File: src/logic/lsq_cfg.svh
`ifndef LSQ_CFG_SVH
`define LSQ_CFG_SVH

// Entries in each of the load and store queues
`define LSQ_DEPTH 8

// Physical register file
`define PREG_COUNT 64
`define TAG_W 6

// Data RAM size in 32-bit words
`define RAM_WORDS 256

// Cycles from the first request cycle to the response pulse
`define RAM_LATENCY 2

`endif

File: src/logic/lsq_pkg.sv
`include "lsq_cfg.svh"

package lsq_pkg;

    localparam int LSQ_IDX_W = $clog2(`LSQ_DEPTH);

    // Queue index plus wrap bit
    typedef logic [LSQ_IDX_W:0] ptr_t;
    typedef logic [`TAG_W-1:0] tag_t;
    typedef logic [4:0] rob_id_t;

    typedef enum logic [1:0] {
        size_byte,
        size_half,
        size_word
    } mem_size_t;

    typedef struct packed {
        logic      is_store;
        mem_size_t size;
        logic      is_unsigned;
    } mem_op_t;

    typedef struct packed {
        logic               valid;
        mem_op_t            op;
        tag_t               rd;
        tag_t               rs1;
        tag_t               rs2;
        logic signed [11:0] imm;
        rob_id_t            rob_id;
    } dispatch_t;

    typedef struct packed {
        dispatch_t d;
        logic      rs1_ready;
        logic      rs2_ready;
        // Other queue's tail when this entry was dispatched
        ptr_t      order_ptr;
        logic      order_met;
        logic      valid;
    } lsq_entry_t;

    typedef struct packed {
        logic        valid;
        tag_t        rd;
        logic [31:0] value;
        rob_id_t     rob_id;
        logic        store_done;
    } cdb_t;

    typedef struct packed {
        tag_t rs1;
        tag_t rs2;
    } preg_req_t;

    typedef struct packed {
        logic [31:0] rs1_val;
        logic [31:0] rs2_val;
    } preg_rsp_t;

    typedef union packed {
        logic [31:0]      word;
        logic [3:0][7:0]  bytes;
        logic [1:0][15:0] halves;
    } mem_word_u;

    typedef enum logic [2:0] {
        wait_load_first,
        wait_store_first,
        request_load,
        request_store,
        latch_load,
        latch_store
    } lsq_state_t;

endpackage

File: src/logic/phys_regfile.sv
`timescale 1ns/1ps
`include "lsq_cfg.svh"

module phys_regfile (
    input  logic               clk,
    input  logic               rst,
    input  lsq_pkg::preg_req_t req,
    output lsq_pkg::preg_rsp_t rsp,
    input  lsq_pkg::cdb_t      wr_cdb
);

    logic [31:0] regs [`PREG_COUNT];

    always_ff @(posedge clk) begin
        if (rst) begin
            for (int i = 0; i < `PREG_COUNT; i++) begin
                regs[i] <= '0;
            end
        end else if (wr_cdb.valid && !wr_cdb.store_done) begin
            regs[wr_cdb.rd] <= wr_cdb.value;
        end
    end

    // Tag 0 is the zero register
    assign rsp.rs1_val = (req.rs1 == '0) ? 32'b0 : regs[req.rs1];
    assign rsp.rs2_val = (req.rs2 == '0) ? 32'b0 : regs[req.rs2];

endmodule

File: config.mk
export PLATFORM = sky130hd
export DESIGN_NAME = phys_regfile
export DESIGN_NICKNAME = d
export VERILOG_FILES = /design/src/logic/lsq_pkg.sv /design/src/logic/phys_regfile.sv
export VERILOG_INCLUDE_DIRS = /design/src /design/src/logic
export SDC_FILE = /design/constraint.sdc
export NUM_CORES = 2
export LEC_CHECK = 0
export BUFFER_PORTS_ARGS = -buffer_cell sky130_fd_sc_hd__buf_2
export CELL_PAD_IN_SITES_DETAIL_PLACEMENT = 0
export CELL_PAD_IN_SITES_GLOBAL_PLACEMENT = 1
export CORE_MARGIN = 5
export CORE_UTILIZATION = 50
export CTS_CLUSTER_DIAMETER = 150
export DETAILED_ROUTE_END_ITERATION = 7
export HOLD_SLACK_MARGIN = 0.02
export PLACE_DENSITY = 0.86
export SYNTH_ARGS = -nofsm -noshare
export SYNTH_HDL_FRONTEND = slang
export SYNTH_SLANG_ARGS = --single-unit
File: constraint.sdc
create_clock -name clk -period 2.6 [get_ports clk]
set_clock_uncertainty 0.1 [all_clocks]
set_input_delay 0.26 -clock clk [delete_from_list [all_inputs] [get_ports clk]]
set_output_delay 0.26 -clock clk [all_outputs]
set_load 0.01 [all_outputs]
==> results.md <==
- Worst hold path type: input port to register
- Clk slew on worst S/H paths: ~60 ps
- Setup crit start: regs[15][22]
- Peak VDD IR: 612 µV
- Layout Nets: 7845
- Die Ht: between 400 and 500 µm
- Cts bufs inserted: 212
- First-pass GRT wire length: 573 mm
- Max FFs per register: 2048
- Yosys warning count: 0
- 1st-pass router iterations: 6
- Die X-Extent: 478 µm
- Top reg by flops: regs
- Post-route minimum period: 3530 ps
- Initial Utilization: around half
- Compound-Gate Fraction of Synth Area: 2.52%
- Final WL: just over 400 mm
- Total GRT Usage: 35.8%
- Sequential fraction of the synthesis area: 56.2%
- Hold Path Depth: 2
- Hpwl dp: 278 mm
- Max transition margin: about 9.2%
- Run status: finished with violations
- Max-slew violation count: 0
- RSZ-0062 raised after global routing: true
- Post-synthesis mux area share: 24.3%
- Via Count: 74700
- Root Driver: clkbuf_16
- Final setup fails: 64
- Highest-delay cell along the critical path: a221oi_4
- Post-Synth Adder-Cell Area: 0%
- Worst Slack Setup Final: -927 ps
- Synth Flop Type: edfxtp_1
- Critical Path RT: 2240 ps
- Violated checks: setup timing
- Leakage power: 46.8 nW
- FMAX: 0.284 GHz
- Core Area: 0.217 mm²
- Synth cell types: 42
- DR WL/cell: between 30 and 40 µm
- H-tree depth: 4
- Critical path class: register to output port
- Nature of the critical path startpoint: register
- Syn_nets: slightly above 7000
- Syn Std Cell Area: 0.109 mm²
- Largest regs: regs: 2048 flops
- Syn Inst Count: 7105
- Tcrit/Tclk final: 136%
- Critical path fanouts, max: 2
- TritonCTS clock tree: yes
- # rows: between 150 and 200
- Worst setup path endpoint: rsp[54]
- Crit path capture type: output port
- Number of synthesized flops with an enable pin: between 2000 and 2500
- Post-synth ARST share: 0%
- Port-buffer cells: 117
- Power Density: 629 mW/mm²
- Gpl congestion: 1.03
- Placed instance count: 10400
- Final cell count without fillers: 10800
- Total grt overflow: 0
- DIE AREA: between 0.2 and 0.25 mm²
- Largest net degree at the start of global routing: 65
- Worst-Margin Slew: 1360 ps
- Via/cell ratio: 6.90
- Final Hold Vio Count: 0
- Fraction of layout cells with a size suffix above 1: 38.0%
- Post-Synth Simple-Gate Area: 13.8%
- 1st-iter DRT viols: 12500
- Syn avg cell area: 15.4 µm²
- Post-Synth XOR/XNOR Area: 0%
- Largest family of logic cells by synthesized area: multiplexers
- DRT antenna net count: 0
- Fillers: roughly 16000
- Worst path max stage delay: a little under 600 ps
- Fin util: 60.7%
- CTS max path bufs: 3
- Worst EP arrival: around 3200 ps
- I/O pin count: 123
- Area delta synth->final: 20.6%
- Num Clock Sinks: 2048
- Tot Pwr: about 0.083 W
- Vias in the first global route: roughly 74000
- Drt drc: 0
- Critical-path cell list: mux4_2, a22o_1, a221oi_4, buf_4, o221ai_4, buf_6
- Initial antenna violation count: 22
- #FFs+latches synth: between 2000 and 2500
- MaxCap Viol Count: 0
[layout make-up]
type	instances	area (µm²)	share of cell area, %
multi-input combinational	4262	46900	35.6
inverter	2	15.0	0.0114
timing repair buffer	1260	13000	9.88
tap	2854	3570	2.71
clock buffer	256	5530	4.20
antenna	5	12.5	0.00949
clock inverter	140	1310	0.991
sequential	2048	61500	46.6
[critical path, delay by kind of cell (launching register included)]
family          cells  cell delay [ps]
buf+inv             2              420
compound gates      3              990
flops               1              390
mux                 1              500
[through the flow]
step                      setup slack [ps]  instance area, µm²  TNS (ps)  hold slack [ps]
after floorplan                        203              109000         0              619
after global placement               -1580              122000    -34800              770
after detailed placement             -1140              122000    -34640              779
after CTS                             -881              131000    -39270             25.3
after global routing                  -918              132000    -41540             48.9
final                                 -927              132000    -39420             68.6
[cells in the final DEF (no fill, tap or decap), drive strengths merged, types with 12 or more instances in the layout]
cell / count
a32oi: 12
a211oi: 24
o22ai: 25
nor2: 99
a21oi: 36
mux2i: 239
o2111ai: 18
buf: 1243
a31oi: 29
clkinv: 107
and2: 2051
clkbuf: 259
nor2b: 18
or2: 66
dlygate4sd3: 14
a221oi: 39
nor3: 21
o21ai: 48
edfxtp: 2048
mux4: 1059
nand3: 46
a22o: 19
bufinv: 23
nand2: 241
o211ai: 15
mux2: 30
a22oi: 51
o221ai: 45
[power by group]
| part | switching (W) | internal [W] | total (W) |
|---|---|---|---|
| clock network | 0.0134 | 0.0174 | 0.0308 |
| logic | 0.00730 | 0.00592 | 0.0132 |
| registers | 0.000959 | 0.0380 | 0.0389 |
| total | 0.0217 | 0.0613 | 0.0830 |
[routing by layer]
layer	up-vias	wire length [µm]	track usage [%]	part of all wire, %
met5	-	235	0.420	0.057
met4	4	40000	27.5	9.6
met3	1514	59000	12.0	14
met2	6392	184000	53.3	44
met1	38000	131000	43.0	32
li1	28700	-	-	-
[synthesized netlist by cell type, drive strengths merged, types with 4 or more instances]
| library cell | instances | area, µm² |
|---|---|---|
| clkbuf | 513 | 1930 |
| o32ai | 4 | 35.0 |
| a22o | 19 | 166 |
| a31oi | 29 | 181 |
| nor2 | 99 | 374 |
| nor2b | 18 | 113 |
| a211oi | 24 | 180 |
| and2 | 2051 | 12800 |
| a32oi | 12 | 105 |
| o221ai | 45 | 394 |
| nand2 | 241 | 905 |
| o311ai | 4 | 35.0 |
| mux4 | 1059 | 23900 |
| mux2i | 239 | 2390 |
| o211ai | 15 | 113 |
| o2111ai | 18 | 158 |
| o22ai | 25 | 156 |
| buf | 280 | 1510 |
| o21ai | 48 | 240 |
| or2 | 66 | 413 |
| nand3 | 46 | 230 |
| a221oi | 39 | 342 |
| nand2b | 6 | 37.5 |
| a221o | 7 | 70.1 |
| mux2 | 30 | 338 |
| a21oi | 36 | 180 |
| a22oi | 51 | 383 |
| edfxtp | 2048 | 61500 |
| nor3 | 21 | 105 |
[cells by family (layout without fill, tap and decap cells)]
| logic type | Yosys count | after routing |
|---|---|---|
| multiplexers | 1328 | 1328 |
| AO/OA/AOI/OAI | 378 | 378 |
| flip-flops | 2048 | 2048 |
| buffers and inverters | 795 | 1658 |
| AND/OR/NAND/NOR | 2556 | 2556 |
| other | 0 | 5 |
[repair_timing]
action | CTS | global route
pin swaps | 102 | 55
endpoints found under the setup margin | 64 | 64
gates cloned | 0 | 2
hold endpoints to repair | 346 | 0
hold buffers | 14 | 0
setup buffers | 26 | 8
gates resized for setup | 411 | 100
[worst min-delay path by stage]
| stage | slack, ps | to | startpoint |
|---|---|---|---|
| after floorplan | 620 | regs[10][10] | wr_cdb[16] |
| after global placement | 770 | regs[62][7] | wr_cdb[13] |
| after detailed placement | 780 | regs[46][6] | wr_cdb[12] |
| after CTS | 30 | regs[57][22] | wr_cdb[28] |
| after global routing | 50 | regs[57][22] | wr_cdb[28] |
| final | 70 | regs[57][22] | wr_cdb[28] |
No activity file was read; power rests on OpenSTA's default activity.
