### src/logic/lsq_cfg.svh
`ifndef LSQ_CFG_SVH
`define LSQ_CFG_SVH

// Entries in each of the load and store queues
`define LSQ_DEPTH 8

// Physical register file
`define PREG_COUNT 64
`define TAG_W 6

// Data RAM size in 32-bit words
`define RAM_WORDS 256

// Cycles from the first request cycle to the response pulse
`define RAM_LATENCY 2

`endif

### src/logic/lsq_pkg.sv
`include "lsq_cfg.svh"

package lsq_pkg;

    localparam int LSQ_IDX_W = $clog2(`LSQ_DEPTH);

    // Queue index plus wrap bit
    typedef logic [LSQ_IDX_W:0] ptr_t;
    typedef logic [`TAG_W-1:0] tag_t;
    typedef logic [4:0] rob_id_t;

    typedef enum logic [1:0] {
        size_byte,
        size_half,
        size_word
    } mem_size_t;

    typedef struct packed {
        logic      is_store;
        mem_size_t size;
        logic      is_unsigned;
    } mem_op_t;

    typedef struct packed {
        logic               valid;
        mem_op_t            op;
        tag_t               rd;
        tag_t               rs1;
        tag_t               rs2;
        logic signed [11:0] imm;
        rob_id_t            rob_id;
    } dispatch_t;

    typedef struct packed {
        dispatch_t d;
        logic      rs1_ready;
        logic      rs2_ready;
        // Other queue's tail when this entry was dispatched
        ptr_t      order_ptr;
        logic      order_met;
        logic      valid;
    } lsq_entry_t;

    typedef struct packed {
        logic        valid;
        tag_t        rd;
        logic [31:0] value;
        rob_id_t     rob_id;
        logic        store_done;
    } cdb_t;

    typedef struct packed {
        tag_t rs1;
        tag_t rs2;
    } preg_req_t;

    typedef struct packed {
        logic [31:0] rs1_val;
        logic [31:0] rs2_val;
    } preg_rsp_t;

    typedef union packed {
        logic [31:0]      word;
        logic [3:0][7:0]  bytes;
        logic [1:0][15:0] halves;
    } mem_word_u;

    typedef enum logic [2:0] {
        wait_load_first,
        wait_store_first,
        request_load,
        request_store,
        latch_load,
        latch_store
    } lsq_state_t;

endpackage

### src/logic/circular_queue.sv
`timescale 1ns/1ps
`include "lsq_cfg.svh"

module circular_queue #(
    parameter int DEPTH = `LSQ_DEPTH
) (
    input  logic                clk,
    input  logic                rst,
    input  logic                push,
    input  logic                pop,
    input  lsq_pkg::lsq_entry_t push_entry,
    output lsq_pkg::lsq_entry_t entries [DEPTH],
    input  lsq_pkg::lsq_entry_t update_entries [DEPTH],
    input  logic [DEPTH-1:0]    update_mask,
    output lsq_pkg::ptr_t       head,
    output lsq_pkg::ptr_t       tail,
    output logic                full
);

    localparam int IDX_W = $clog2(DEPTH);

    logic empty;

    assign empty = head == tail;
    // Same slot, different lap
    assign full = (head[IDX_W-1:0] == tail[IDX_W-1:0]) && (head[IDX_W] != tail[IDX_W]);

    always_ff @(posedge clk) begin
        if (rst) begin
            head <= '0;
            tail <= '0;
            for (int i = 0; i < DEPTH; i++) begin
                entries[i].valid <= 1'b0;
            end
        end else begin
            for (int i = 0; i < DEPTH; i++) begin
                if (update_mask[i]) begin
                    entries[i] <= update_entries[i];
                end
            end
            // Pop and push override any write-back to the same slot
            if (pop) begin
                entries[head[IDX_W-1:0]].valid <= 1'b0;
                head <= head + 1'b1;
            end
            if (push) begin
                entries[tail[IDX_W-1:0]] <= push_entry;
                tail <= tail + 1'b1;
            end
        end
    end

    // Upstream gating keeps the queue within bounds
    assert property (@(posedge clk) disable iff (rst) !(push && full) && !(pop && empty));

endmodule

### src/logic/load_store_queue.sv
`timescale 1ns/1ps
`include "lsq_cfg.svh"

module load_store_queue (
    input  logic               clk,
    input  logic               rst,
    input  logic               flush,
    input  lsq_pkg::dispatch_t dispatch,
    output logic               dispatch_ready,
    input  lsq_pkg::cdb_t      cdb_in,
    input  logic               commit_store,
    output lsq_pkg::preg_req_t preg_req,
    input  lsq_pkg::preg_rsp_t preg_rsp,
    output logic [31:0]        mem_addr,
    output logic               mem_rd,
    output logic [3:0]         mem_wmask,
    output logic [31:0]        mem_wdata,
    input  logic [31:0]        mem_rdata,
    input  logic               mem_resp,
    output lsq_pkg::cdb_t      lsq_cdb
);
    import lsq_pkg::*;

    lsq_entry_t            ld_entries [`LSQ_DEPTH];
    lsq_entry_t            st_entries [`LSQ_DEPTH];
    lsq_entry_t            ld_update [`LSQ_DEPTH];
    lsq_entry_t            st_update [`LSQ_DEPTH];
    logic [`LSQ_DEPTH-1:0] ld_mask;
    logic [`LSQ_DEPTH-1:0] st_mask;
    ptr_t                  ld_head;
    ptr_t                  ld_tail;
    ptr_t                  st_head;
    ptr_t                  st_tail;
    logic                  ld_full;
    logic                  st_full;
    logic                  push_ld;
    logic                  push_st;
    lsq_entry_t            new_entry;
    lsq_entry_t            ld_push_entry;
    lsq_entry_t            st_push_entry;
    lsq_entry_t            ld_oldest;
    lsq_entry_t            st_oldest;
    lsq_entry_t            issue_entry;
    logic                  ld_ready;
    logic                  st_ready;
    logic                  waiting;
    logic                  issue_ld;
    logic                  issue_st;
    lsq_state_t            state;
    lsq_state_t            next_state;
    logic [31:0]           issue_addr;
    logic [31:0]           issue_wdata;
    logic [3:0]            issue_wmask;
    logic [31:0]           load_value;

    // Access in flight
    dispatch_t             acc_q;
    logic [31:0]           addr_q;
    logic [31:0]           wdata_q;
    logic [3:0]            wmask_q;
    logic [31:0]           result_q;

    function automatic logic tag_hit(input cdb_t c, input tag_t tag);
        return c.valid && !c.store_done && (c.rd == tag);
    endfunction

    function automatic lsq_entry_t wake(input lsq_entry_t e, input ptr_t other_head,
                                        input cdb_t a, input cdb_t b);
        lsq_entry_t w;
        w = e;
        if (tag_hit(a, e.d.rs1) || tag_hit(b, e.d.rs1)) begin
            w.rs1_ready = 1'b1;
        end
        if (tag_hit(a, e.d.rs2) || tag_hit(b, e.d.rs2)) begin
            w.rs2_ready = 1'b1;
        end
        // All older accesses of the other kind have left
        if (e.order_ptr == other_head) begin
            w.order_met = 1'b1;
        end
        return w;
    endfunction

    function automatic logic can_issue(input lsq_entry_t e, input ptr_t other_head);
        return e.valid && e.rs1_ready && e.rs2_ready
            && (e.order_met || (e.order_ptr == other_head));
    endfunction

    assign dispatch_ready = dispatch.op.is_store ? !st_full : !ld_full;
    assign push_ld = dispatch.valid && dispatch_ready && !dispatch.op.is_store;
    assign push_st = dispatch.valid && dispatch_ready && dispatch.op.is_store;

    always_comb begin
        new_entry.d = dispatch;
        new_entry.rs1_ready = dispatch.rs1 == '0;
        // Loads have no data operand
        new_entry.rs2_ready = !dispatch.op.is_store || (dispatch.rs2 == '0);
        new_entry.order_ptr = dispatch.op.is_store ? ld_tail : st_tail;
        new_entry.order_met = 1'b0;
        new_entry.valid = 1'b1;
    end

    assign ld_push_entry = wake(new_entry, st_head, cdb_in, lsq_cdb);
    assign st_push_entry = wake(new_entry, ld_head, cdb_in, lsq_cdb);

    always_comb begin
        for (int i = 0; i < `LSQ_DEPTH; i++) begin
            ld_update[i] = wake(ld_entries[i], st_head, cdb_in, lsq_cdb);
            st_update[i] = wake(st_entries[i], ld_head, cdb_in, lsq_cdb);
            ld_mask[i] = ld_entries[i].valid;
            st_mask[i] = st_entries[i].valid;
        end
    end

    circular_queue #(.DEPTH(`LSQ_DEPTH)) i_load_queue (
        .clk(clk),
        .rst(rst || flush),
        .push(push_ld),
        .pop(issue_ld),
        .push_entry(ld_push_entry),
        .entries(ld_entries),
        .update_entries(ld_update),
        .update_mask(ld_mask),
        .head(ld_head),
        .tail(ld_tail),
        .full(ld_full)
    );

    circular_queue #(.DEPTH(`LSQ_DEPTH)) i_store_queue (
        .clk(clk),
        .rst(rst || flush),
        .push(push_st),
        .pop(issue_st),
        .push_entry(st_push_entry),
        .entries(st_entries),
        .update_entries(st_update),
        .update_mask(st_mask),
        .head(st_head),
        .tail(st_tail),
        .full(st_full)
    );

    assign ld_oldest = ld_entries[ld_head[LSQ_IDX_W-1:0]];
    assign st_oldest = st_entries[st_head[LSQ_IDX_W-1:0]];
    assign ld_ready = can_issue(ld_oldest, st_head);
    assign st_ready = can_issue(st_oldest, ld_head) && commit_store;

    // Priority alternates with the wait state
    assign waiting = (state == wait_load_first) || (state == wait_store_first);
    assign issue_ld = !flush && waiting && ld_ready && (state == wait_load_first || !st_ready);
    assign issue_st = !flush && waiting && st_ready && (state == wait_store_first || !ld_ready);

    assign issue_entry = issue_st ? st_oldest : ld_oldest;
    assign preg_req.rs1 = issue_entry.d.rs1;
    assign preg_req.rs2 = issue_entry.d.rs2;
    assign issue_addr = preg_rsp.rs1_val + {{20{issue_entry.d.imm[11]}}, issue_entry.d.imm};

    mem_align i_issue_align (
        .op(issue_entry.d.op),
        .byte_offset(issue_addr[1:0]),
        .store_data(preg_rsp.rs2_val),
        .load_word(32'b0),
        .wmask(issue_wmask),
        .wdata(issue_wdata),
        .load_value()
    );

    mem_align i_load_align (
        .op(acc_q.op),
        .byte_offset(addr_q[1:0]),
        .store_data(32'b0),
        .load_word(mem_rdata),
        .wmask(),
        .wdata(),
        .load_value(load_value)
    );

    always_comb begin
        next_state = state;
        case (state)
            wait_load_first, wait_store_first: begin
                if (issue_ld) begin
                    next_state = request_load;
                end else if (issue_st) begin
                    next_state = request_store;
                end
            end
            request_load: begin
                if (mem_resp) begin
                    next_state = latch_load;
                end
            end
            request_store: begin
                if (mem_resp) begin
                    next_state = latch_store;
                end
            end
            latch_load: next_state = wait_store_first;
            default: next_state = wait_load_first;
        endcase
    end

    always_ff @(posedge clk) begin
        if (rst) begin
            state <= wait_load_first;
        end else begin
            state <= next_state;
        end
    end

    always_ff @(posedge clk) begin
        if (issue_ld || issue_st) begin
            acc_q <= issue_entry.d;
            addr_q <= issue_addr;
            wmask_q <= issue_wmask;
            wdata_q <= issue_wdata;
        end
        if (mem_resp && state == request_load) begin
            result_q <= load_value;
        end
    end

    assign mem_addr = addr_q;
    assign mem_rd = state == request_load;
    assign mem_wmask = (state == request_store) ? wmask_q : 4'b0;
    assign mem_wdata = wdata_q;

    always_comb begin
        lsq_cdb = '0;
        if (state == latch_load || state == latch_store) begin
            lsq_cdb.valid = 1'b1;
            lsq_cdb.rob_id = acc_q.rob_id;
            lsq_cdb.store_done = state == latch_store;
        end
        if (state == latch_load) begin
            lsq_cdb.rd = acc_q.rd;
            lsq_cdb.value = result_q;
        end
    end

    assert property (@(posedge clk) disable iff (rst) !(mem_rd && (mem_wmask != 4'b0)));

endmodule

### src/logic/mem_align.sv
`timescale 1ns/1ps

module mem_align (
    input  lsq_pkg::mem_op_t op,
    input  logic [1:0]       byte_offset,
    input  logic [31:0]      store_data,
    input  logic [31:0]      load_word,
    output logic [3:0]       wmask,
    output logic [31:0]      wdata,
    output logic [31:0]      load_value
);
    import lsq_pkg::*;

    mem_word_u   word;
    logic [3:0]  base_mask;
    logic [7:0]  lane_b;
    logic [15:0] lane_h;

    assign word = load_word;
    assign lane_b = word.bytes[byte_offset];
    assign lane_h = word.halves[byte_offset[1]];

    // Store side lanes
    assign wmask = base_mask << byte_offset;
    assign wdata = store_data << {byte_offset, 3'b000};

    always_comb begin
        case (op.size)
            size_byte: begin
                base_mask = 4'b0001;
                load_value = op.is_unsigned ? {24'b0, lane_b} : {{24{lane_b[7]}}, lane_b};
            end
            size_half: begin
                base_mask = 4'b0011;
                load_value = op.is_unsigned ? {16'b0, lane_h} : {{16{lane_h[15]}}, lane_h};
            end
            default: begin
                base_mask = 4'b1111;
                load_value = word.word;
            end
        endcase
    end

endmodule

### config.mk
export PLATFORM = sky130hd
export DESIGN_NAME = load_store_queue
export DESIGN_NICKNAME = d
export VERILOG_FILES = /design/src/logic/lsq_pkg.sv /design/src/logic/circular_queue.sv /design/src/logic/load_store_queue.sv /design/src/logic/mem_align.sv
export VERILOG_INCLUDE_DIRS = /design/src /design/src/logic
export SDC_FILE = /design/constraint.sdc
export NUM_CORES = 2
export LEC_CHECK = 0
export ABC_AREA = 0
export BUFFER_PORTS_ARGS = -buffer_cell sky130_fd_sc_hd__buf_4
export CORE_MARGIN = 4
export CORE_UTILIZATION = 35
export DETAILED_ROUTE_END_ITERATION = 16
export SYNTH_ARGS = -nofsm -noshare
export SYNTH_HDL_FRONTEND = slang
export SYNTH_SLANG_ARGS = --single-unit
### constraint.sdc
create_clock -name clk -period 9.6 [get_ports clk]
set_input_delay 2.4 -clock clk [delete_from_list [all_inputs] [get_ports clk]]
set_output_delay 2.4 -clock clk [all_outputs]
set_load 0.1 [all_outputs]
==> flow_summary.ini <==
[power]
powerDensity_nw_per_um2 = 157
p_leak_nw = 18.4
power_mw = 8.42
peakVddDrop_mv = 0.163

[detailed_routing]
dr.pass1.iters = 5
vias = 31200
drt_iter0_drc = 3260
drcViolationCount = 0
wire_per_inst_um = 25.9
antenna_left = 0
viasPerCell = 5.44
routed_wl_mm = 149

[logic_synthesis]
yosys_warnings = 0
syn_nets = 3973
synth_cell_types = 58
syn_inst = 3750
async_flop_share_pct = 0
ys_ff_latch = 869
synth_area_um2 = 46500
synth_edf_count = 834
yosysSeqAreaShare_pct = 55.4
synth.avg_cell_area_um2 = 12.4
synth_flop_cell = edfxtp_1

[hold_path]
hold_class = reg2reg
hp-start = i_load_queue.entries[144]

[cts]
post-cts-setup-buffers = 0
post_cts_resized = 0
clkTransAtPathRegs_ps = 60
clockBufferDepth = 3
clockRootBuffer = clkbuf_16
cts_hold_buffers = 0
cts_inserted_buffers = 99
clk_latency_ps = 720
tritoncts = done
htree_levels = 3
clock_sinks = 869

[sta]
fin_worst_skew_ps = 48.5
timing.hold.ws_ps = 551
setup_slack_ps = 2130
slew_violations = 0
worstMarginPinSlew_ps = 1290
setup_viol = 0
report.final.hold_viol_count = 0
slew_headroom_pct = 12.8
timing.fmax_mhz = 134
fin_crit_sh_pct = 77.9
fin_crit_ps = 7470
fin_tns_setup_ps = 0
rsz0062_at_grt = false

[floorplan]
fp.dieH_um = 372
core_um2 = 132000
pin_count = 313
dieArea_um2 = 139000
dieWidth_um = 372
initial_core_util_pct = 35.3
core.rowCount = 133

[global_route]
grt_pass1_wl_mm = 214
grt-ovfl-total = 0
grt_pass1_vias = 31000
antenna_found_initial = 5
track_usage_pct = 21.0
grt_start_max_net_pins = 51

[final_layout]
nFillCells = 12200
final_cell_mix = edfxtp_1 (834), and2_1 (624), buf_4 (362)
seqCellArea_um2 = 25800
final_common_cell = edfxtp_1
fin_nets = 4114
areaGrowthSynthToFinish_pct = 15.3
fin_cells = 5736
postLayoutCellArea_um2 = 53600
drive_gt1_share_pct = 17.9
multiInputGateArea_um2 = 19600
final_util_pct = 40.7

[place]
dp_hpwl_mm = 90.7
pre_cts_slack_ps = 2510
port_buffers = 275
gp_congestion = 0.864
post_dp_cell_area_um2 = 50400
dp_cells = 5545

[setup_path]
critPathMaxFanout = 45
critical_path_class = reg2out
r2r-start = i_load_queue.head[2]
cp.buffers_inverters = 2
cp_slowest_cell = dfxtp_4
cpLargestDelayFamily = compound AO/OA/AOI/OAI gates
startpoint = i_load_queue.head[0]
cp.arrival_ps = 5070
worstPathRequired_ps = 7200
slowest_delay_ps = 870
cp-end-kind = primary output
cp_cell_sequence = buf_4 > mux4_2 > o211ai_1 > nor2_1 > a211o_4 > nor3_1 > a21oi_1 > buf_4
cp_common_cell = buf_4
worstSetupStartpointType = flop

[outcome]
status = finished clean

[flow_run]
maxCapViolCount = 0
==> synthesized netlist by cell type, drive strengths merged, types with 34 or more instances <==
master	instances	share of area, %
xnor2	219	4.1
and2	624	8.4
and3	45	0.61
a21oi	135	1.5
nand2	124	1.0
a211oi	58	0.94
o22ai	49	0.66
buf	80	0.85
dfxtp	35	1.5
mux4	121	5.9
xor2	303	5.7
edfxtp	834	54
o21ai	60	0.65
nor3	42	0.45
clkbuf	242	2.0
mux2i	165	3.6
nor4	42	0.57
ha	36	0.97
nand4	78	1.0
o41ai	34	0.66
nor2b	38	0.51
nor2	177	1.4
==> worst reg2reg max path: stages, from the launching register on <==
cell       delay, ps
dfxtp_4          600
buf_4            550
mux4_2           430
mux2i_1          180
xor2_1           160
nand2_1           60
o31ai_1          520
a211o_4          700
mux2i_4          810
ha_1             440
a2111oi_0        400
o21ai_0          230
a211oi_1         290
o211ai_1         210
nand2_1          130
o21ai_0          180
a221oi_1         440
o21ai_0          180
xnor2_1          150
==> layer usage <==
metal,wire (um),track usage [%]
met5,13,0
met2,70200,34.4
met3,11700,3.54
met4,4370,6.75
met1,62300,28.4
==> final timing paths <==
path,to,slack (ps),depth (start not counted)
setup reg to reg,mem_addr[31],2670,18
hold / removal,i_load_queue.entries[144],550,2
setup / recovery,preg_req[2],2130,8
hold reg to reg,i_load_queue.entries[144],550,2
==> power by group <==
| part | switching, mW | total [mW] | internal (mW) |
|---|---|---|---|
| logic | 0.283 | 0.451 | 0.168 |
| registers | 0.0134 | 4.15 | 4.14 |
| clock network | 1.63 | 3.82 | 2.19 |
==> state kept, by name (all words and copies together) (netlist names) <==
register               cells
i_load_queue.entries     368
i_store_queue.tail         4
result_q                  32
i_load_queue.head          4
i_store_queue.head         4
acc_q                     14
state                      3
wmask_q                    4
mem_wdata                 32
i_load_queue.tail          4
mem_addr                  32
i_store_queue.entries    368
==> logic make-up (layout without fill, tap and decap cells) <==
kind of cell / count (synthesis) / count (layout) / synth area share (%)
and+or+nand+nor: 1248 / 1248 / 15.1
xor gates and xnor gates: 522 / 522 / 9.84
DFF: 869 / 869 / 55.4
other: 0 / 6 / 0
adders and majority gates: 37 / 37 / 1.01
buffers and inverters: 344 / 569 / 2.98
AOI/OAI and AO/OA: 429 / 429 / 5.89
muxes: 301 / 301 / 9.82
==> area by class of cell <==
type | instances | area share, %
Timing Repair Buffer | 362 | 5.07
Clock buffer | 114 | 4.78
Sequential cell | 869 | 48.1
Inverter | 22 | 0.154
Multi-Input combinational cell | 2537 | 36.6
Tap cell | 1755 | 4.10
Clock inverter | 71 | 1.23
Antenna cell | 6 | 0.0280
(Power assumes the default switching activity.)
